==> config.mk <==
export PLATFORM = sky130hd
export DESIGN_NAME = tlb_lookup
export DESIGN_NICKNAME = d
export VERILOG_FILES = /design/src/tlb_pkg.sv /design/src/tlb_lookup.sv
export SDC_FILE = /design/constraint.sdc
export NUM_CORES = 1
export LEC_CHECK = 0
export BUFFER_PORTS_ARGS = -buffer_cell sky130_fd_sc_hd__buf_2
export CAP_MARGIN = 20
export CORE_AREA = 3 3 108 110
export DETAILED_ROUTE_END_ITERATION = 12
export DIE_AREA = 0 0 111 113
export PLACE_DENSITY = 0.69
export SYNTH_ARGS = -nofsm -noshare
export SYNTH_HDL_FRONTEND = slang
export SYNTH_SLANG_ARGS = --single-unit
==> constraint.sdc <==
create_clock -name vclk -period 2.75
set_clock_uncertainty 0.1 [all_clocks]
set_input_delay 0.1375 -clock vclk [all_inputs]
set_output_delay 0.1375 -clock vclk [all_outputs]
set_load 0.005 [all_outputs]
==> src/tlb_pkg.sv <==
`default_nettype none

package tlb_pkg;

	localparam int ASID_W   = 7;
	localparam int VPN_W    = 27;
	localparam int PPN_W    = 20;
	localparam int SET_BITS = 6;
	localparam int SETS     = 1 << SET_BITS;
	localparam int WAYS     = 4;
	localparam int WAY_BITS = 2;
	localparam int KEY_W    = ASID_W + VPN_W;
	localparam int TAG_W    = KEY_W - SET_BITS;

	// one lookup word, seen by the requester as asid/vpn and by the array as tag/index
	typedef union packed {
		struct packed {
			logic [ASID_W-1:0] asid;
			logic [VPN_W-1:0]  vpn;
		} va;
		struct packed {
			logic [TAG_W-1:0]    tag;
			logic [SET_BITS-1:0] index;
		} line;
	} tlb_key_u;

	localparam logic [1:0] ACC_LOAD  = 2'd0;
	localparam logic [1:0] ACC_STORE = 2'd1;
	localparam logic [1:0] ACC_FETCH = 2'd2;

	localparam logic [1:0] S_READY    = 2'd0;
	localparam logic [1:0] S_REQUEST  = 2'd1;
	localparam logic [1:0] S_WAIT     = 2'd2;
	localparam logic [1:0] S_WAIT_INV = 2'd3;

	// missing permission for the access kind
	function automatic logic kind_fault(input logic [1:0] kind, input logic r,
			input logic w, input logic x);
		case (kind)
			ACC_LOAD:  kind_fault = !r;
			ACC_STORE: kind_fault = !w;
			ACC_FETCH: kind_fault = !x;
			default:   kind_fault = 1'b1; // undefined kind
		endcase
	endfunction

endpackage

`default_nettype wire

==> src/tlb_lookup.sv <==
`default_nettype none

module tlb_lookup (
	input  wire tlb_pkg::tlb_key_u                          key,
	input  wire logic [1:0]                                 kind,
	input  wire logic [tlb_pkg::WAYS-1:0]                   rd_valid,
	input  wire logic [tlb_pkg::WAYS-1:0]                   rd_u,
	input  wire logic [tlb_pkg::WAYS-1:0]                   rd_r,
	input  wire logic [tlb_pkg::WAYS-1:0]                   rd_w,
	input  wire logic [tlb_pkg::WAYS-1:0]                   rd_x,
	input  wire logic [tlb_pkg::WAYS-1:0]                   rd_d,
	input  wire logic [tlb_pkg::WAYS-1:0][tlb_pkg::TAG_W-1:0] rd_tags,
	input  wire logic [tlb_pkg::WAYS-1:0][tlb_pkg::PPN_W-1:0] rd_ppns,
	output logic                                            hit,
	output logic [tlb_pkg::WAY_BITS-1:0]                    hit_way,
	output logic [tlb_pkg::PPN_W-1:0]                       ppn,
	output logic                                            fault,
	output logic                                            d
);
	import tlb_pkg::*;

	logic [WAYS-1:0] hit_vec;
	logic            sel_r;
	logic            sel_w;
	logic            sel_x;

	always_comb begin
		for (int i = 0; i < WAYS; i++) begin
			hit_vec[i] = rd_valid[i] && (rd_tags[i] == key.line.tag);
		end
	end

	assign hit = |hit_vec;

	always_comb begin
		hit_way = '0;
		ppn     = '0;
		sel_r   = 1'b0;
		sel_w   = 1'b0;
		sel_x   = 1'b0;
		d       = 1'b0;
		for (int i = 0; i < WAYS; i++) begin
			if (hit_vec[i]) begin
				hit_way = WAY_BITS'(i);
				ppn     = rd_ppns[i];
				sel_r   = rd_r[i];
				sel_w   = rd_w[i];
				sel_x   = rd_x[i];
				d       = rd_d[i];
			end
		end
	end

	assign fault = hit && kind_fault(kind, sel_r, sel_w, sel_x);

	// a refill never duplicates a tag
	always_comb begin
		assert ($onehot0(hit_vec)) else $error("more than one way hits");
	end

endmodule

`default_nettype wire

== Yosys cells after proc, flatten, opt, wreduce, memory -nomap -nowiden ==
Index checks and enable logic that the tools add are counted.
Storage, ports and cells
  flip-flop bits (word level): 0
  bits of input ports: 252
Operators by class
  equal/unequal tests: 6
  mux-type cells: 24
  reductions and logical operators: 10
Operators with widths (number)
  28-bit equality test: 4
  20-bit two-way mux: 4
  1-bit two-way mux: 17
  1-bit logical AND: 5
  2-bit two-way mux: 2
  4-bit OR reduction: 1
  1-bit zero test: 3
  1-bit case mux with 3 select lines: 1
  2-bit by 1-bit equality test with 1-bit output, second input constant: 1
  2-bit equality test, second input constant: 1
  2-bit zero test: 1

== Logic depth before layout (Yosys ltp) ==
  depth in word-level cells: 9
  mapped depth: 10
  gate-level depth less buffers: 7

== Worst setup path before layout ==
OpenSTA, ideal clock, no wires.
  path type: input-to-output
  start: input port key[19] in the netlist's numbering
  end: output port ppn[13] in the netlist's numbering
  data arrival time: 1.990 ns
  cell stages on the path: 10
  buffers on the path: 3
  path slack: 0.523 ns
  cell sequence: clkbuf_1 > xnor2_1 > nand4_1 > nor4_1 > nand2_1 > buf_4 > buf_2 > mux2i_1 > mux2_1 > mux2_2
Between the ends
  word-level cells in the longest chain between the ends: 6
Ends and longest elaborated chain
  start: declaration: RTL line tlb_lookup.sv:4  | input wire tlb_pkg::tlb_key_u key,
  28-bit equality test: RTL line tlb_lookup.sv:29  | hit_vec[i] = rd_valid[i] && (rd_tags[i] == key.line.tag);
  1-bit logical AND: RTL line tlb_lookup.sv:29
  20-bit two-way mux (3 in a row): RTL line tlb_lookup.sv:43  | if (hit_vec[i]) begin
  20-bit two-way mux *: RTL line tlb_lookup.sv:43
  end: declaration: RTL line tlb_lookup.sv:16  | output logic [tlb_pkg::PPN_W-1:0] ppn,
Every way passes the cells marked *; elsewhere a longest branch is shown, timed or not.

== Worst setup path after layout ==
  start: input port key[22] in the netlist's numbering
  end: output port ppn[0] in the netlist's numbering
The elaborated chain is that of the path after synthesis.

==> qor.yml <==
sta:
  worst_slack_ns: 0.179
  hold_viol: 0
  relSlewSlack: 0.614
  rsz0062_at_grt: "false"
  fin_setup_tns_ns: 0
  tightest_slew_ns: 0.580
  min_period_over_period: 0.935
  final-setup-viol-count: 0
  max_freq_ghz: 0.389
  finalCriticalPeriod_ns: 2.57
  drv_slew: 0
synth:
  syn_inst: 325
  yosys.cell_types.count: 38
  syn_nets: 577
  yosysWarnings: 0
  seq_area_frac_synth: 0
  netlist_area_um2: 2600
  avgSynthCellArea_um2: 8.02
critical_path:
  critical_path_required_ns: 2.51
  end_kind: "primary output"
  critPathKind: "in -> out"
  path_max_fanout: 25
  cp.buffers_inverters: 3
  cpPeakStageDelay_ns: 0.41
  crit_top_cell: "buf_2"
  crit_family: "simple AND/OR/NAND/NOR gates"
  worstPathCellList: "buf_2, xnor2_1, nand4_1, nor4_4, nand3_2, buf_4, mux2_1, mux2_2, buf_2"
  critPathLaunchType: "primary input"
  crit_slowest_cell: "nor4_4"
  cp_data_arrival_time_ns: 2.33
floorplan:
  core_um2: 10800
  start_util: 0.241
  num_rows: 38
  die_w_um: 111
  boundaryPins: 277
  die_area_um2: 12500
  fp.dieH_um: 113
cells_and_area:
  post-route-util: 0.374
  n_antenna_cell: 0
  layout.nets: 820
  drive_gt1_frac: 0.558
  design_area_um2: 4030
  seqCellArea_um2: 0
  instances_no_fill: 706
  seq_cells: 0
  syn2layout_area_growth_pct: 54.9
  multiInputGateArea_um2: 2300
  nClkBuffers: 0
  nFillCells: 1152
min_path:
  min_path_cells: 3
  hold_class: "in -> out"
  min_to: "ppn[11]"
  hp-start: "rd_ppns[71]"
place:
  io_buffers: 267
  place_congestion: 0.833
  placed_area_um2: 4020
  hpwlAfterDp_um: 9980
  place_inst: 706
  place_ws_ns: 0.163
status:
  status: "finished clean"
global_route:
  antenna_found_initial: 0
  track_usage: 0.160
  grt_overflow_total: 0
  grt_pass1_wl_um: 16400
  grt_max_degree: 30
  grt_pass1_vias: 3142
flow_run:
  timing.max_cap.violations: 0
power_and_ir_drop:
  p_per_area_nw_per_um2: 107
  p_leak_uw: 0.00222
  ir_drop_mv: 0.0546
detailed_routing:
  routed_wl_um: 11000
  num_vias: 3097
  drtIter0Drc: 113
  drcViolationCount: 0
  vias_per_cell: 4.39
  wl_per_cell_um: 15.5
  firstDrtPassIters: 4
  drtAntennaViolNets: 0
cts:
  post-cts-setup-buffer-count: 0
## power by group
group	leakage [uW]	internal (uW)	switching, uW	total [uW]
Clock	0	0	0	0
Sequential	0	0	0	0
Combinational	0.00222	246	186	433
## tightest hold or removal path, cell delays in order
cell and delay [ns]:
buf_2 0.07, mux2_2 0.12, buf_2 0.10
## how the worst max path moves through the flow
stage                     slack [ns]  cells after the start  startpoint       to
after CTS                       0.15                     11     key[20]    fault
after global routing            0.02                     11     key[10]  ppn[13]
after floorplan                 0.52                     10     key[19]  ppn[13]
after global placement          0.18                      9     key[22]   ppn[0]
after detailed placement        0.16                     11     key[20]  ppn[13]
final                           0.18                      9     key[22]   ppn[0]
## area by class of cell
type / count / share of cell area
inverters: 29 / 0.0270
repair buffers: 276 / 0.360
well taps: 140 / 0.0434
multi-input cells: 261 / 0.569
## placed cells by master, fill, tap and decap left out, types with 2 or more instances in the layout
cell / netlist / final
a222oi_1: 2 / 2
and3_1: 3 / 3
buf_12: 0 / 4
buf_2: 14 / 267
buf_4: 1 / 5
inv_1: 29 / 29
mux2_1: 19 / 19
mux2_2: 23 / 23
mux2i_1: 22 / 22
nand2_1: 5 / 5
nand3_1: 26 / 26
nand4_1: 25 / 25
nor2_1: 3 / 3
nor2b_1: 2 / 2
nor4_1: 5 / 3
nor4_2: 1 / 2
nor4_4: 2 / 3
o21ai_0: 2 / 2
xnor2_1: 99 / 98
xnor2_2: 5 / 6
xor2_1: 2 / 2
## Yosys cell counts (5+ instances only)
cell type | instances | area share
xnor2_1 | 99 | 0.33
mux2_2 | 23 | 0.099
buf_6 | 10 | 0.043
mux2_1 | 19 | 0.082
clkbuf_1 | 9 | 0.013
mux2i_1 | 22 | 0.085
nor4_1 | 5 | 0.012
buf_2 | 14 | 0.027
nand2_1 | 5 | 0.0072
nand4_1 | 25 | 0.060
xnor2_2 | 5 | 0.031
nand3_1 | 26 | 0.050
inv_1 | 29 | 0.042
## timing repair
item,4_1_cts,5_1_grt
setup endpoints to repair,0,2
hold buffers,0,0
gates resized for setup,0,2
## routing by layer
layer	track usage	part of all wire
met1	0.225	0.43
met2	0.280	0.50
met3	0.0134	0.065
met4	0.00657	0.0038
met5	0	0
## metrics by stage
step | hold slack (ns) | total power (uW)
3_5_place_dp | 0.468 | 434
3_3_place_gp | 0.466 | 430
2_1_floorplan | 0.304 | 221
5_1_grt | 0.477 | 478
6_report | 0.468 | 433
4_1_cts | 0.471 | 437
## cell families after synthesis
logic type | share of synthesized area
AOI/OAI and AO/OA | 0.0490
xor gates and xnor gates | 0.371
and+or+nand+nor | 0.184
buffers and inverters | 0.130
muxes | 0.266
Note: power is estimated with default switching activity, not from simulation.
