### config.mk
export PLATFORM = sky130hd
export DESIGN_NAME = tlb_control
export DESIGN_NICKNAME = d
export VERILOG_FILES = /design/src/tlb_pkg.sv /design/src/tlb_control.sv
export SDC_FILE = /design/constraint.sdc
export NUM_CORES = 1
export LEC_CHECK = 0
export BUFFER_PORTS_ARGS = -buffer_cell sky130_fd_sc_hd__buf_2
export CAP_MARGIN = 5
export CORE_MARGIN = 3
export CORE_UTILIZATION = 36
export DETAILED_ROUTE_END_ITERATION = 12
export PLACE_DENSITY = 0.81
export SLEW_MARGIN = 20
export SYNTH_ARGS = -nofsm -noshare
export SYNTH_HDL_FRONTEND = slang
export SYNTH_SLANG_ARGS = --single-unit
export TNS_END_PERCENT = 1
### constraint.sdc
create_clock -name clock -period 2.26 [get_ports clock]
set_clock_uncertainty 0.15 [all_clocks]
set_input_delay 0.452 -clock clock [delete_from_list [all_inputs] [get_ports clock]]
set_output_delay 0.452 -clock clock [all_outputs]
set_load 0.005 [all_outputs]
### src/tlb_pkg.sv
`default_nettype none

package tlb_pkg;

	localparam int ASID_W   = 7;
	localparam int VPN_W    = 27;
	localparam int PPN_W    = 20;
	localparam int SET_BITS = 6;
	localparam int SETS     = 1 << SET_BITS;
	localparam int WAYS     = 4;
	localparam int WAY_BITS = 2;
	localparam int KEY_W    = ASID_W + VPN_W;
	localparam int TAG_W    = KEY_W - SET_BITS;

	// one lookup word, seen by the requester as asid/vpn and by the array as tag/index
	typedef union packed {
		struct packed {
			logic [ASID_W-1:0] asid;
			logic [VPN_W-1:0]  vpn;
		} va;
		struct packed {
			logic [TAG_W-1:0]    tag;
			logic [SET_BITS-1:0] index;
		} line;
	} tlb_key_u;

	localparam logic [1:0] ACC_LOAD  = 2'd0;
	localparam logic [1:0] ACC_STORE = 2'd1;
	localparam logic [1:0] ACC_FETCH = 2'd2;

	localparam logic [1:0] S_READY    = 2'd0;
	localparam logic [1:0] S_REQUEST  = 2'd1;
	localparam logic [1:0] S_WAIT     = 2'd2;
	localparam logic [1:0] S_WAIT_INV = 2'd3;

	// missing permission for the access kind
	function automatic logic kind_fault(input logic [1:0] kind, input logic r,
			input logic w, input logic x);
		case (kind)
			ACC_LOAD:  kind_fault = !r;
			ACC_STORE: kind_fault = !w;
			ACC_FETCH: kind_fault = !x;
			default:   kind_fault = 1'b1; // undefined kind
		endcase
	endfunction

endpackage

`default_nettype wire

### src/tlb_control.sv
`default_nettype none

module tlb_control (
	input  wire logic                         clock,
	input  wire logic                         reset,
	input  wire logic                         flush,
	input  wire logic                         req_valid,
	output logic                              req_ready,
	input  wire logic [tlb_pkg::ASID_W-1:0]   req_asid,
	input  wire logic [tlb_pkg::VPN_W-1:0]    req_vpn,
	input  wire logic [1:0]                   req_kind,
	output logic                              resp_valid,
	input  wire logic                         resp_ready,
	output logic [tlb_pkg::PPN_W-1:0]         resp_ppn,
	output logic                              resp_fault,
	output logic                              resp_d,
	output logic                              ptw_req_valid,
	input  wire logic                         ptw_req_ready,
	output tlb_pkg::tlb_key_u                 ptw_req_key,
	input  wire logic                         ptw_resp_valid,
	input  wire logic [tlb_pkg::PPN_W-1:0]    ptw_resp_ppn,
	input  wire logic                         ptw_resp_v,
	input  wire logic                         ptw_resp_u,
	input  wire logic                         ptw_resp_r,
	input  wire logic                         ptw_resp_w,
	input  wire logic                         ptw_resp_x,
	input  wire logic                         ptw_resp_d,
	input  wire logic                         hit,
	input  wire logic [tlb_pkg::WAY_BITS-1:0] hit_way,
	input  wire logic [tlb_pkg::PPN_W-1:0]    hit_ppn,
	input  wire logic                         hit_fault,
	input  wire logic                         hit_d,
	input  wire logic [tlb_pkg::WAY_BITS-1:0] victim,
	output tlb_pkg::tlb_key_u                 cur_key,
	output logic [1:0]                        cur_kind,
	output logic                              fill_en,
	output logic [tlb_pkg::WAY_BITS-1:0]      fill_way,
	output logic [tlb_pkg::PPN_W-1:0]         fill_ppn,
	output logic                              fill_u,
	output logic                              fill_r,
	output logic                              fill_w,
	output logic                              fill_x,
	output logic                              fill_d,
	output logic                              touch,
	output logic [tlb_pkg::WAY_BITS-1:0]      touch_way
);
	import tlb_pkg::*;

	logic [1:0]          state;
	logic                settle_q; // key registered, set read settling
	logic                look_q;   // lookup result valid this cycle
	logic [WAY_BITS-1:0] victim_q;
	logic                accept;
	logic                hit_done;
	logic                walk_done;

	assign req_ready = (state == S_READY) && !resp_valid && !settle_q && !look_q;
	assign accept    = req_valid && req_ready;
	assign hit_done  = look_q && hit;
	assign walk_done = (state == S_WAIT) && ptw_resp_valid && !flush; // flush discards it

	assign ptw_req_valid = (state == S_REQUEST);
	assign ptw_req_key   = cur_key;

	assign fill_en  = walk_done && ptw_resp_v; // invalid PTE is never cached
	assign fill_way = victim_q;
	assign fill_ppn = ptw_resp_ppn;
	assign fill_u   = ptw_resp_u;
	assign fill_r   = ptw_resp_r;
	assign fill_w   = ptw_resp_w;
	assign fill_x   = ptw_resp_x;
	assign fill_d   = ptw_resp_d;

	assign touch     = hit_done || fill_en;
	assign touch_way = fill_en ? victim_q : hit_way;

	always_ff @(posedge clock) begin
		if (reset) begin
			settle_q <= 1'b0;
			look_q   <= 1'b0;
		end else begin
			settle_q <= accept;
			look_q   <= settle_q;
		end
	end

	always_ff @(posedge clock) begin
		if (accept) begin
			cur_key.va.asid <= req_asid;
			cur_key.va.vpn  <= req_vpn;
			cur_kind        <= req_kind;
		end
		if (look_q && !hit) begin
			victim_q <= victim;
		end
	end

	always_ff @(posedge clock) begin
		if (reset) begin
			state <= S_READY;
		end else begin
			case (state)
				S_READY: begin
					if (look_q && !hit) state <= S_REQUEST;
				end
				S_REQUEST: begin
					// a flush before the handshake leaves nothing stale to redo
					if (ptw_req_ready) state <= flush ? S_WAIT_INV : S_WAIT;
				end
				S_WAIT: begin
					if (flush) begin
						state <= ptw_resp_valid ? S_REQUEST : S_WAIT_INV; // stale reply already here
					end else if (ptw_resp_valid) begin
						state <= S_READY;
					end
				end
				default: begin
					if (ptw_resp_valid) state <= S_REQUEST; // walk again
				end
			endcase
		end
	end

	always_ff @(posedge clock) begin
		if (reset) begin
			resp_valid <= 1'b0;
		end else if (hit_done || walk_done) begin
			resp_valid <= 1'b1;
		end else if (resp_ready) begin
			resp_valid <= 1'b0;
		end
	end

	always_ff @(posedge clock) begin
		if (hit_done) begin
			resp_ppn   <= hit_ppn;
			resp_fault <= hit_fault;
			resp_d     <= hit_d;
		end else if (walk_done) begin
			resp_ppn   <= ptw_resp_ppn;
			resp_fault <= !ptw_resp_v ||
				kind_fault(cur_kind, ptw_resp_r, ptw_resp_w, ptw_resp_x);
			resp_d     <= ptw_resp_d;
		end
	end

	assert property (@(posedge clock) disable iff (reset)
		ptw_req_valid && !ptw_req_ready |=> ptw_req_valid && $stable(ptw_req_key))
		else $error("PTW request dropped before ready");

	assert property (@(posedge clock) disable iff (reset)
		fill_en |-> state == S_WAIT ##1 (state == S_READY && resp_valid))
		else $error("fill outside a walk return");

endmodule

`default_nettype wire

Yosys cells after proc, flatten, opt, wreduce, memory -nomap -nowiden:

Cells that the tools add are included.
W data, S select, Z words.

* div/mod/pow operators: 0
* multipliers: 0
* shift-type cells: 0
* add/subtract/negate cells: 0
* bitwise gates (word level): 0
* magnitude comparators: 0
* equal/unequal tests: 7
* mux-type cells: 20
* reductions and logical operators: 27

Operator list (number)
* $mux W20: 2
* $mux W2: 7
* $logic_and A1 B1 Y1: 9
* $logic_not A1 Y1: 9
* $mux W1: 9
* $pmux W2 S3: 1
* $eq A2 B1 Y1 const B: 2
* $eq A2 B2 Y1 const B: 2
* $logic_not A2 Y1: 2
* $ne A2 B1 Y1 const B: 2
* $reduce_and A4 Y1: 1
* $reduce_bool A2 Y1: 2
* $reduce_bool A4 Y1: 1
* $logic_or A1 B1 Y1: 3
* $ne A3 B3 Y1 const B: 1
* $pmux W1 S3: 1

* bits in writable memories: 0
* bits in read-only memories: 0
* memories kept: 0
* latch bits: 0
* register bits after elaboration: 65

Depth between registers and ports, before layout:

* depth in word-level cells: 8
* depth in mapped cells: 6
* mapped depth without buffers: 6

Worst setup path after synthesis:

OpenSTA, ideal clock, no wires.

* kind: reg-to-reg
* start point: register state[0]
* end point: register cur_key[0] in the netlist's numbering (enable)
* path slack: -0.168 ns
* data arrival time: 1.881 ns
* data required time: 1.713 ns
* clock period less this slack: 2.428 ns
* cell stages (with the launch flop): 6
* setup time: 0.397 ns
* buffers on the path: 0
* cell sequence: dfxtp_1 inv_1 ha_1 inv_1 nor4_1 and2_1

* longest elaborated chain between the ends: 5

Ends and longest elaborated chain
* from (decl): line tlb_control.sv:49 `logic [1:0] state;`
* from (signal assigned): line tlb_control.sv:108 `if (ptw_req_ready) state <= flush ? S_WAIT_INV : S_WAIT;`
* from (signal assigned): line tlb_control.sv:112 `state <= ptw_resp_valid ? S_REQUEST : S_WAIT_INV;`
* $logic_not A2 Y1: line tlb_control.sv:57 `assign req_ready = (state == S_READY) && !resp_valid && !settle_q && !look_q;`
* $logic_and A1 B1 Y1 (3 in series): line tlb_control.sv:57
* named net req_ready: line tlb_control.sv:8 `output logic req_ready,`
* $logic_and A1 B1 Y1: line tlb_control.sv:58 `assign accept = req_valid && req_ready;`
* named net accept: line tlb_control.sv:53 `logic accept;`
* to (decl): line tlb_control.sv:34 `output tlb_pkg::tlb_key_u cur_key,`

The timed path passes the listed nets, and every way through them passes these cells.
A chain may end at the register's enable or synchronous reset.

Worst setup path after layout:

* start point: register state[0]
* end point: output port touch_way[0] in the netlist's numbering

* longest elaborated chain between the ends: 5

Ends and longest elaborated chain
* $eq A2 B2 Y1: line tlb_control.sv:60 `assign walk_done = (state == S_WAIT) && ptw_resp_valid && !flush;`
* $logic_and A1 B1 Y1 (2 in series): line tlb_control.sv:60
* $logic_and A1 B1 Y1: line tlb_control.sv:65 `assign fill_en = walk_done && ptw_resp_v;`
* $mux W2: line tlb_control.sv:75 `assign touch_way = fill_en ? victim_q : hit_way;`
* to (decl): line tlb_control.sv:45 `output logic [tlb_pkg::WAY_BITS-1:0] touch_way`

Every way passes these cells.

==> flow_summary.toml <==
[place]
place_hpwl_mm = 5.365
place_congestion = 0.7497
place_inst = 450
portBuffers = 219

[critical_path]
r2r_slack_ns = 0.34
cp_top_family = "flip-flops"
cp_max_fo = 3
critPathArrivalTime_ns = 1.59
worstPathCellList = "inv_2, ha_4, and2b_2, nand3_4, mux2_4, buf_6"
worstSetupPathType = "reg -> out"
end_kind = "primary output"
crit_slowest_cell = "dfxtp_2"
path_buf_inv = 2
worstPathRequired_ns = 1.66
critPathMaxStageDelay_ns = 0.34
worstSetupStartpointType = "flip-flop"

[route]
remaining_drc_errors = 0
wirelength_mm = 6.785
viasPerCell = 4.306
drt_iter0_markers = 53
route.vias.total = 2028
dr.pass1.iters = 4
wl_per_cell_um = 14.41
antenna_left = 0

[clock_network]
ctsRootBufferMaster = "clkbuf_8"
cts_made_buffers = 9
ctsHoldBuffers = 0
clock_latency_ns = 0.32
cts_sinks = 65
clk_path_buf_depth = 2
clkSlewWorstSetupHoldPaths_ns = 0.08
cts_tree = "yes"
htreeDepth = 3

[pwr]
leakagePower_nw = 1.848
net-switching-power_uw = 749.5
vdd_ir_drop_max_v = 0.0003640
p_seq_share_pct = 52.1
clockPowerShare_pct = 29.6
power_mw = 2.876
swShare_pct = 26.06
cellPowerDensity_nw_per_um2 = 727.5
p_comb_share_pct = 18.3
p_int_mw = 2.126

[hold_path]
hold_path_class = "in -> reg"

[layout]
antenna_cells = 0
final_util_pct = 50.89
area_growth_pct = 37.11
num-nets-final = 463
nFillCells = 687
fin_cells = 471
drive_above_1_share_pct = 75.61

[yosys]
netlist_area_sq_um = 2883
synth_edf_count = 60
async_reset_ff_share_pct = 0
yosys.area.top_type = "edfxtp_1"
synth_cell_types = 28
synth_area_leaders = "edfxtp_1, buf_4, mux2_2"
ys_ff_latch = 65
syn_inst = 187
syn-mean-instance-area_sq_um = 15.42
yosys_warnings = 0
synth_nets = 286
yosys.cell_count.top_type = "edfxtp_1"
synthTopCellsByCount = "edfxtp_1, buf_4, mux2_2, inv_1, dfxtp_1"
synth_top_area_share_pct = 62.50
synth_flop_cell = "edfxtp_1"
ys_seq_area_share_pct = 65.97

[sta]
fin_crit_ns = 2.190
fin_crit_sh_pct = 96.92
worstMarginPinSlew_ns = 0.3053
slew-limit-headroom_pct = 79.52
drv_slew = 0
tns_ns = 0
hold_viol = 0
rsz0062_at_grt = "yes"
max_freq_mhz = 456.5
hold_ws_ns = 0.1378
setup_viol = 0

[die]
coreArea_sq_um = 7767
std_cell_rows = 32
initial_utilization_pct = 37.11
die_width_um = 95.49
die_h_um = 95.49
dieArea_sq_um = 9117
ios = 222

[grt]
grt_use_total_pct = 14.00
grt-ovfl-total = 0
grt_pass1_wl_mm = 9.363
grt_pass1_vias = 1935
grt_start_max_net_pins = 37
antenna_found_initial = 0

[flow_run]
drv_cap = 0

[status]
status = "finished clean"
==> cell usage in the layout (no fill, tap or decap), drive strengths merged <==
master and instances:
buf 227, edfxtp 60, mux2 23, clkbuf 10, inv 8, dfxtp 5, nand2 5, clkinv 4
a31oi 3, o21ai 3, ha 3, and2b 2, nor2b 2, nand3 1, nor4 1, and2 1
mux2i 1, nand3b 1, nor2 1, nor3 1, a2bb2oi 1, a211o 1, o41ai 1, nand2b 1
and4 1, a211oi 1, clkinvlp 1
==> layout make-up <==
class / instances / area [sq um] / share of cell area (%)
clock buffers: 10 / 127.6 / 3.229
clock inverters: 6 / 43.79 / 1.108
inverters: 7 / 26.28 / 0.6648
multi-input cells: 54 / 536.8 / 13.58
flip-flops and latches: 65 / 1903 / 48.15
well taps: 102 / 127.6 / 3.229
repair buffers: 227 / 1187 / 30.04
==> stage by stage <==
stage / instance area (sq um) / worst slack, ns
finish: 3953 / 0.06959
global route: 3953 / -0.005565
CTS: 3918 / 0.01161
detailed placement: 3702 / 0.1396
global placement: 3702 / 0.1936
floorplan: 2884 / 0.2049
==> state kept, by name (all words and copies together), names as in the netlist <==
name and flops:
resp_d 1, resp_fault 1, resp_ppn 20, cur_key 34, resp_valid 1, settle_q 1, fill_way 2, state 2
look_q 1, cur_kind 2
==> power by group through the flow <==
stage	combinational, mW	sequential, mW	clock [mW]
6_report	0.527	1.50	0.850
5_1_grt	0.590	1.51	0.962
4_1_cts	0.529	1.50	0.889
3_5_place_dp	0.524	1.53	0
3_3_place_gp	0.507	1.52	0
2_1_floorplan	0.297	1.54	0
==> cell families (layout without fill, tap and decap cells) <==
kind of cell	after synthesis	count (layout)	synth area share, %
compound gates	10	10	2.995
flops	65	65	65.97
buf+inv	68	250	16.62
mux	24	24	9.332
fa+ha+maj	3	3	1.302
simple gates	17	17	3.776
==> timing repair <==
| action | CTS | global route |
|---|---|---|
| gates cloned | 0 | 0 |
| resized for setup | 7 | 3 |
| endpoints found under the setup margin | 2 | 2 |
| setup buffers | 3 | 2 |
| pin swaps | 2 | 0 |
==> worst register-to-register path: stages (launching register included) <==
cell and delay [ns]:
dfxtp_2 0.34, inv_2 0.05, ha_4 0.15, buf_4 0.12, buf_4 0.13, nor3_1 0.23
o21ai_2 0.10, and4_2 0.23, a211oi_1 0.30
==> worst paths after layout <==
check              start           end  depth (start not counted)
max             state[0]  touch_way[0]                          6
min          req_asid[6]   cur_key[33]                          1
max reg2reg     state[0]      state[0]                          8
min reg2reg     settle_q        look_q                          1
==> per-layer routing <==
| layer | part of all wire (%) | global-route usage, % | vias to the layer above | wire length (um) |
|---|---|---|---|---|
| li1 | - | - | 966 | - |
| met1 | 35 | 14.57 | 933 | 2345 |
| met2 | 55 | 25.95 | 116 | 3744 |
| met3 | 8.6 | 4.341 | 13 | 583 |
| met4 | 1.6 | 5.687 | 0 | 111 |
| met5 | 0 | 0 | - | 0 |
Power figures use the tool's default switching activity.
