--- src/tlb_pkg.sv ---
`default_nettype none

package tlb_pkg;

	localparam int ASID_W   = 7;
	localparam int VPN_W    = 27;
	localparam int PPN_W    = 20;
	localparam int SET_BITS = 6;
	localparam int SETS     = 1 << SET_BITS;
	localparam int WAYS     = 4;
	localparam int WAY_BITS = 2;
	localparam int KEY_W    = ASID_W + VPN_W;
	localparam int TAG_W    = KEY_W - SET_BITS;

	// one lookup word, seen by the requester as asid/vpn and by the array as tag/index
	typedef union packed {
		struct packed {
			logic [ASID_W-1:0] asid;
			logic [VPN_W-1:0]  vpn;
		} va;
		struct packed {
			logic [TAG_W-1:0]    tag;
			logic [SET_BITS-1:0] index;
		} line;
	} tlb_key_u;

	localparam logic [1:0] ACC_LOAD  = 2'd0;
	localparam logic [1:0] ACC_STORE = 2'd1;
	localparam logic [1:0] ACC_FETCH = 2'd2;

	localparam logic [1:0] S_READY    = 2'd0;
	localparam logic [1:0] S_REQUEST  = 2'd1;
	localparam logic [1:0] S_WAIT     = 2'd2;
	localparam logic [1:0] S_WAIT_INV = 2'd3;

	// missing permission for the access kind
	function automatic logic kind_fault(input logic [1:0] kind, input logic r,
			input logic w, input logic x);
		case (kind)
			ACC_LOAD:  kind_fault = !r;
			ACC_STORE: kind_fault = !w;
			ACC_FETCH: kind_fault = !x;
			default:   kind_fault = 1'b1; // undefined kind
		endcase
	endfunction

endpackage

`default_nettype wire

--- src/tlb_plru.sv ---
`default_nettype none

module tlb_plru (
	input  wire logic                         clock,
	input  wire logic                         reset,
	input  wire logic [tlb_pkg::SET_BITS-1:0] index,
	input  wire logic [tlb_pkg::WAYS-1:0]     valid,
	input  wire logic                         touch,
	input  wire logic [tlb_pkg::WAY_BITS-1:0] touch_way,
	output logic [tlb_pkg::WAY_BITS-1:0]      victim
);
	import tlb_pkg::*;

	// bit0 half, bit1 inside ways 0-1, bit2 inside ways 2-3
	logic [2:0] tree_q [SETS];
	logic [2:0] cur;
	logic [WAY_BITS-1:0] tree_way;

	assign cur = tree_q[index];

	always_ff @(posedge clock) begin
		if (reset) begin
			for (int s = 0; s < SETS; s++) begin
				tree_q[s] <= '0;
			end
		end else if (touch) begin
			tree_q[index][0] <= ~touch_way[1]; // point at the other half
			if (touch_way[1]) begin
				tree_q[index][2] <= ~touch_way[0];
			end else begin
				tree_q[index][1] <= ~touch_way[0];
			end
		end
	end

	assign tree_way = cur[0] ? {1'b1, cur[2]} : {1'b0, cur[1]};

	// an empty way wins over the tree, lowest first
	always_comb begin
		victim = tree_way;
		for (int i = WAYS - 1; i >= 0; i--) begin
			if (!valid[i]) begin
				victim = WAY_BITS'(i);
			end
		end
	end

endmodule

`default_nettype wire

--- config.mk ---
export PLATFORM = sky130hd
export DESIGN_NAME = tlb_plru
export DESIGN_NICKNAME = d
export VERILOG_FILES = /design/src/tlb_pkg.sv /design/src/tlb_plru.sv
export SDC_FILE = /design/constraint.sdc
export NUM_CORES = 1
export LEC_CHECK = 0
export ABC_AREA = 1
export ABC_CLOCK_PERIOD_IN_PS = 2300
export BUFFER_PORTS_ARGS = -buffer_cell sky130_fd_sc_hd__buf_4
export CAP_MARGIN = 20
export CORE_ASPECT_RATIO = 1.25
export CORE_UTILIZATION = 58
export DETAILED_ROUTE_END_ITERATION = 8
export PLACE_DENSITY = 0.86
export RECOVER_POWER = 100
export SLEW_MARGIN = 20
export SYNTH_ARGS = -nofsm -noshare
export SYNTH_HDL_FRONTEND = slang
export SYNTH_SLANG_ARGS = --single-unit
--- constraint.sdc ---
create_clock -name clock -period 2.3 [get_ports clock]
set_input_delay 0.575 -clock clock [delete_from_list [all_inputs] [get_ports clock]]
set_output_delay 0.575 -clock clock [all_outputs]
set_load 0.05 [all_outputs]
* Word level (Yosys, flattened, before mapping)
Memories as Yosys holds them, arrays and structs flattened.
Cells that the tools add are included.
** Operators by class
- Multiplexer cells :: 21
- Bitwise logic cells :: 2
- Reductions and logical operators :: 1
** Operators with widths (number)
- $mux 1 :: 13
- $mux 2 :: 5
- $mux 3 :: 2
- $mux 6 :: 1
- $reduce_or 3->1 :: 1
- $not 1->1 :: 2
** Word-level totals
- Register bits after elaboration :: 0
- Memory bits (writable) :: 192
- Bits of input ports :: 15
- Output and inout port bits :: 2
- Logic and storage cells :: 25
- Memories kept :: 1
** Memories
- tree_q :: words 64, width 3, rd ports 1, clocked after memory_dff 0, wr ports 64, RTL line tlb_plru.sv:15 : logic [2:0] tree_q [SETS];

* Longest topological paths before layout
Gate-level depths: netlist (run 1).
- Depth after elaboration :: 6
- Depth in mapped cells :: 17
- Mapped depth without buffers :: 15

* Worst setup path after synthesis (run 1)
OpenSTA, ideal clock, no wires.
- Path kind :: in2out
- From :: input port index[2] (netlist bit)
- To :: output port victim[0] (netlist bit)
- Data arrival time :: 2.501 ns
- Required time :: 1.725 ns
- Path slack :: -0.776 ns
- Stages on the path :: 15
- Buffers on the path :: 2
- Cells stage by stage :: buf_2 > nand2_2 > inv_2 > buf_2 > nand3_1 > nand2_1 > nor2_1 > nor2_1 > nor2_1 > nand2_1 > nor2_1 > nand2_1 > nand3_1 > nand2_1 > a21oi_1
** On the way
- Word-level cells in the longest chain between the ends :: 6
** Ends and longest elaborated chain
- start: declaration :: RTL line tlb_plru.sv:6 : input wire logic [tlb_pkg::SET_BITS-1:0] index,
- $mem_v2 64x3
- $mux 2 :: RTL line tlb_plru.sv:36 : assign tree_way = cur[0] ? {1'b1, cur[2]} : {1'b0, cur[1]};
- $mux 2 (4 in series) :: RTL line tlb_plru.sv:42 : if (!valid[i]) begin
- end: declaration :: RTL line tlb_plru.sv:10 : output logic [tlb_pkg::WAY_BITS-1:0] victim
No other way between the ends.

* Worst setup path in the final report (run 1)
- From :: input port index[0] (netlist bit)
- To :: output port victim[0] (netlist bit)
Same word-level chain as after synthesis.

==> summary.md, run 1 <==
| Metric | Value |
|---|---|
| CP cell instances | buf_16 -> buf_12 -> buf_8 -> nand2_1 -> nand3_1 -> nand2_1 -> o21ai_2 -> nand2_1 -> nor2_2 -> nand2_1 -> nand2_2 -> nand3_4 -> nand2_4 -> a21oi_4 -> buf_6 |
| GRT Overall Usage | 0.340 |
| Hold Worst Slack | ~0.61 ns |
| CP arrival | 2.72 ns |
| Hold Path Class | in -> reg |
| Fill count | 1119 |
| Worst setup margin | -0.992 ns |
| Critical path required time | 1.73 ns |
| Sequential element share of the synthesized area | 0.524 |
| RSZ-0062 raised after global routing | true |
| H-tree levels | 4 |
| DRC violations left | 2 |
| Post-synth top area cell | edfxtp_1 |
| Synthesis-to-layout area growth | 22.9% |
| Post-Place Worst Slack | -0.748 ns |
| Largest Register | tree_q |
| Final core utilization | 0.739 |
| Antenna cells | 0 |
| Die Wd | between 100 and 150 um |
| Grt ovf | 0 |
| Synth Instances | roughly 1400 |
| Mux share of post-synthesis cell area | 0 |
| Fraction of layout cells with a size suffix above 1 | 0.195 |
| Total power draw | 8.31 mW |
| Largest family of logic cells by synthesized area | simple AND/OR/NAND/NOR gates |
| Global-route wire length before repair | 50.7 mm |
| # setup viols final | 11 |
| Vias in the first global route | just under 10000 |
| Largest stage delay, worst path | 0.39 ns |
| #FFs+latches synth | about 190 |
| Buf/Inv on CP | 4 |
| Final hold viol count | 0 |
| Final #Nets | 1542 |
| Vias | 10898 |
| CTS Buf Count | 17 |
| Worst-path maximum fanout | 7 |
| Antenna viol nets, final | 0 |
| Die area | 19500 um2 |
| Top cell type's share of synthesized area | 0.524 |
| Clock-pin slew on the worst setup and hold paths | about 0.080 ns |
| Hold depth | 2 |
| DR pass1 iterations | 9 |
| Post-DP HPWL | 18.9 mm |
| Post-route minimum period | 3.29 ns |
| Worst slew pin tran | roughly 0.91 ns |
| Most common cell on crit path | nand2_1 |
| Placer's final routability congestion estimate | 0.938 |
| Critical Path Sink Type | output pin |
| Startpoint Class | input pin |
| Design Area, Final | between 10000 and 15000 um2 |
| IO Pins | 17 |
| I/O Buffers | 16 |
| Yosys warning total | 0 |
| CTS tree | built |
| Initial DRC count | between 2000 and 2500 |
| Slowest stage cell on the critical path | o21ai_2 |
| Drt total wl | roughly 36 mm |
| Synth top area cells | edfxtp_1, nand2_1, nor2_1 |
| Dpl cell area | 12200 um2 |
| Post-synthesis adder-cell area fraction | 0 |
| Clock root cell | clkbuf_16 |
| Cell variety after synth | 25 |
| Compound-Gate Fraction of Synth Area | 0.0391 |
| Total core area | roughly 18000 um2 |
| DR WL/cell | 20.2 um |
| Commonest non-fill, non-tap cell in the layout | nand2_1 |
| Synth Area in Simple Gates | 0.330 |
| Hold_buf cts | 0 |
| Maximum number of pins on one net before global-route repair | 193 |
| # rows | 55 |
| Crit share post-route | 1.43 |
| Synthesized net count | 1462 |
| Most frequent cells in the layout | nand2_1, edfxtp_1, inv_1 |
| Max Slew Vio Count | 0 |
| CTS sink count | about 190 |
| Violated checks | design-rule violations, negative setup slack |
| Critical Path Stages | 15 |
| Max FFs per register | roughly 190 |
| Largest regs | tree_q (192) |
| PD cells | 614 nW/um2 |
| Initial antenna violation count | 0 |
| Starting Density | 0.601 |
| Status | finished with violations |
| Slew margin rel. | 0.390 |
| Peak Freq | 0.304 GHz |
| CP Class | in -> out |
| Crit-path leading delay family | simple AND/OR/NAND/NOR gates |
| Mean Syn Cell Area | between 7 and 8 um2 |
| VDD IR-drop max | 0.515 mV |
| Die height | 156 um |
| LEAKAGE | 6.02 nW |
| Post-Synth XOR/XNOR Area | 0 |
| CTS max path bufs | 2 |
| Max_cap viols | 0 |
| Via density | a little over 6 |
| Cell area after synthesis | ~11000 um2 |
==> cell usage after synthesis <==
| cell type | count |
|---|---|
| nor2_4 | 5 |
| or2_2 | 13 |
| inv_1 | 191 |
| nand2_2 | 2 |
| nor3_1 | 56 |
| buf_4 | 3 |
| o211ai_1 | 2 |
| o21ai_0 | 80 |
| nand2_1 | 476 |
| nand3b_1 | 4 |
| nor3_4 | 2 |
| nand3_1 | 107 |
| inv_2 | 10 |
| nor2_2 | 6 |
| a21oi_1 | 1 |
| buf_1 | 4 |
| buf_2 | 31 |
| o21ai_1 | 2 |
| clkbuf_2 | 2 |
| edfxtp_1 | 192 |
| clkbuf_1 | 57 |
| nor2_1 | 195 |
| clkinv_1 | 1 |
| nor3_2 | 4 |
| nand4_1 | 1 |
==> power breakdown <==
| part | switching (mW) | leakage, nW | internal (mW) |
|---|---|---|---|
| clock network | 1.46 | 0.274 | 1.53 |
| registers | 0.0628 | 1.82 | 4.02 |
| logic | 0.802 | 3.92 | 0.441 |
==> final cells by class <==
cell class	count	area, um2	share of cell area
inverter	202	796	0.0589
clock buffer	17	425	0.0315
tap	228	285	0.0211
clock inverter	15	148	0.0109
timing repair buffer	158	1660	0.122
sequential	192	5770	0.426
multi-input combinational	956	4450	0.329
==> metrics by stage <==
step,setup TNS (ns),instances
2_1_floorplan,-0.339,1447
3_3_place_gp,-2.44,1718
3_5_place_dp,-3.79,1718
4_1_cts,-0.995,1762
5_1_grt,-3.11,1768
6_report,-2.41,1768
==> routing by layer <==
| layer | share of wire | GRT usage | vias to the layer above | wire [um] |
|---|---|---|---|---|
| met3 | 0.13 | 0.0706 | 305 | 4730 |
| met2 | 0.45 | 0.574 | 1015 | 16200 |
| met1 | 0.32 | 0.394 | 4869 | 11600 |
| met5 | 0 | 0 | - | 0 |
| met4 | 0.090 | 0.223 | 0 | 3230 |
| li1 | - | - | 4709 | - |
==> worst paths after layout <==
kind	from	end	slack (ns)
max	index[0]	victim[0]	-0.99
min	touch_way[0]	tree_q[29][1]	0.61
==> timing repair <==
| action | in CTS | in global routing |
|---|---|---|
| gates cloned | 8 | 2 |
| gates resized for setup | 74 | 68 |
| setup endpoints to repair | 2 | 2 |
| endpoints found under the hold margin | 0 | 0 |
| pin swaps | 39 | 33 |
| buffers inserted | 4 | 4 |
==> cells by family (layout without fill, tap and decap cells) <==
logic type             Yosys count  count (layout)
flip-flops                     192             192
buffers and inverters          299             392
AND/OR/NAND/NOR                871             871
AO/OA/AOI/OAI                   85              85
No activity file was read; power rests on OpenSTA's default activity.
==> inputs of run 2 (changes only) <==
--- a/config.mk
+++ b/config.mk
@@ -9,11 +9,11 @@
 export ABC_CLOCK_PERIOD_IN_PS = 2300
 export BUFFER_PORTS_ARGS = -buffer_cell sky130_fd_sc_hd__buf_4
 export CAP_MARGIN = 20
-export CORE_ASPECT_RATIO = 1.25
+export CORE_ASPECT_RATIO = 0.7
 export CORE_UTILIZATION = 58
 export DETAILED_ROUTE_END_ITERATION = 8
 export PLACE_DENSITY = 0.86
-export RECOVER_POWER = 100
+export RECOVER_POWER = 50
 export SLEW_MARGIN = 20
 export SYNTH_ARGS = -nofsm -noshare
 export SYNTH_HDL_FRONTEND = slang
==> run 2 against run 1 <==
Net effect: the run still ends with design-rule violations, negative setup slack left; sequential share of layout area rose by 0.85 points; non-clock buffer count decreased by 2; cell count increased by 0.34%; largest cell class unchanged; combinational power down 11%; wire length down 12%; count of clock-buffer cells in the layout is 1 higher.
==> summary.md, run 2 (same netlist as run 1, synthesis figures left out) <==
| Metric | Value |
|---|---|
| PD cells | 611 nW/um2 |
| DRC violations left | 2 |
| Post-Place Worst Slack | -0.786 ns |
| Slowest stage cell on the critical path | buf_6 |
| Worst slew pin tran | 0.870 ns |
| Largest stage delay, worst path | 0.17 ns |
| Startpoint Class | input pin |
| Slew margin rel. | 0.420 |
| Worst setup margin | -0.601 ns |
| Hold Path Class | in -> reg |
| CP cell instances | buf_16 -> buf_12 -> buf_6 -> nand2_1 -> nand3_1 -> nand2_2 -> nor2_2 -> nor2_1 -> nor2_2 -> nand2_1 -> nor2_2 -> nand2_1 -> nand3_2 -> nand2_2 -> a21oi_4 -> buf_6 |
| LEAKAGE | 5.93 nW |
| CTS tree | built |
| Buf/Inv on CP | 4 |
| Maximum number of pins on one net before global-route repair | 193 |
| Die area | between 15000 and 20000 um2 |
| VDD IR-drop max | 0.364 mV |
| DR pass1 iterations | 8 |
| Drt total wl | 31.5 mm |
| Worst-path maximum fanout | 8 |
| Max FFs per register | 192 |
| Peak Freq | approximately 0.34 GHz |
| Final hold viol count | 0 |
| Clock-pin slew on the worst setup and hold paths | 0.07 ns |
| CTS Buf Count | 17 |
| Max Slew Vio Count | 0 |
| Final #Nets | 1540 |
| Dpl cells | 1723 |
| Antenna viol nets, final | 0 |
| Vias in the first global route | 9525 |
| Clock root cell | clkbuf_16 |
| Post-DP HPWL | 19.3 mm |
| Violated checks | design-rule violations, negative setup slack |
| H-tree levels | 4 |
| Total core area | 18300 um2 |
| Status | finished with violations |
| Most frequent cells in the layout | nand2_1, edfxtp_1, inv_1, nor2_1, buf_4 |
| Max_cap viols | 0 |
| Fill count | roughly 1300 |
| IO Pins | 17 |
| RSZ-0062 raised after global routing | true |
| Crit share post-route | 1.26 |
| CTS sink count | between 150 and 200 |
| Fraction of layout cells with a size suffix above 1 | 0.171 |
| CP Class | in -> out |
| Grt ovf | 0 |
| Antenna cells | 0 |
| Via density | about 5.7 |
| Largest regs | tree_q (192) |
| Hold_buf cts | 0 |
| Post-route minimum period | 2.90 ns |
| Initial antenna violation count | 0 |
| Vias | 10183 |
| CP arrival | 2.33 ns |
| Initial DRC count | between 1500 and 2000 |
| Synthesis-to-layout area growth | 20.5% |
| Critical Path Sink Type | output pin |
| # rows | 41 |
| Commonest non-fill, non-tap cell in the layout | nand2_1 |
| DR WL/cell | 17.8 um |
| Critical Path Stages | 16 |
| Global-route wire length before repair | 48.4 mm |
| Crit-path leading delay family | simple AND/OR/NAND/NOR gates |
| Critical path required time | ~1.7 ns |
| Hold depth | 3 |
| I/O Buffers | 16 |
| CTS max path bufs | 2 |
| # setup viols final | 2 |
| Die height | between 100 and 150 um |
| Post-route insts no fill | around 1800 |
| GRT Overall Usage | 0.329 |
| Starting Density | 0.601 |
| Largest Register | tree_q |
| Placer's final routability congestion estimate | 0.946 |
| Die Wd | 167 um |
==> run 2: what timing repair did <==
item,CTS,global route
gates cloned,6,1
pin swaps,22,15
setup buffers,3,10
resized for setup,52,23
endpoints found under the setup margin,2,2
==> run 2: final cells by class <==
| class | count | area (um2) | share of cell area |
|---|---|---|---|
| clock buffers | 18 | 429 | 0.0324 |
| clock inverters | 14 | 134 | 0.0101 |
| inverters | 202 | 798 | 0.0602 |
| multi-input cells | 956 | 4240 | 0.320 |
| flip-flops and latches | 192 | 5770 | 0.435 |
| well taps | 236 | 295 | 0.0223 |
| repair buffers | 156 | 1590 | 0.120 |
==> run 2: path summary, 6_finish.rpt <==
kind	slack [ns]	end	from
min	0.66	tree_q[43][0]	touch
max	-0.60	victim[0]	index[0]
==> run 2: stage by stage <==
stage	TNS (ns)	util	cell area, um2	hold WS, ns	power (mW)
5_1_grt	-1.31	0.724	13300	0.667	8.32
4_1_cts	-1.02	0.716	13100	0.647	8.01
3_5_place_dp	-2.93	0.667	12200	1.10	5.09
6_report	-1.19	0.724	13300	0.660	8.10
3_3_place_gp	-1.80	0.667	12200	1.10	5.05
2_1_floorplan	-0.339	-	11200	0.908	4.74
==> run 2: layer usage <==
layer	GRT usage	vias to the layer above	wire length (um)
li1	-	4709	-
met5	0	-	0
met1	0.429	4701	12000
met2	0.545	674	14500
met4	0.131	0	997
met3	0.0709	99	3950
==> run 2: tightest hold or removal path, cell delays in order <==
cell     delay (ns)
buf_4          0.09
inv_1          0.10
o21ai_0        0.20
==> run 2: where the power goes <==
group / total (mW) / switching [mW] / internal (mW) / leakage (nW)
sequential: 4.07 / 0.0567 / 4.02 / 1.82
combinational: 1.10 / 0.706 / 0.398 / 3.84
clock: 2.92 / 1.41 / 1.51 / 0.262
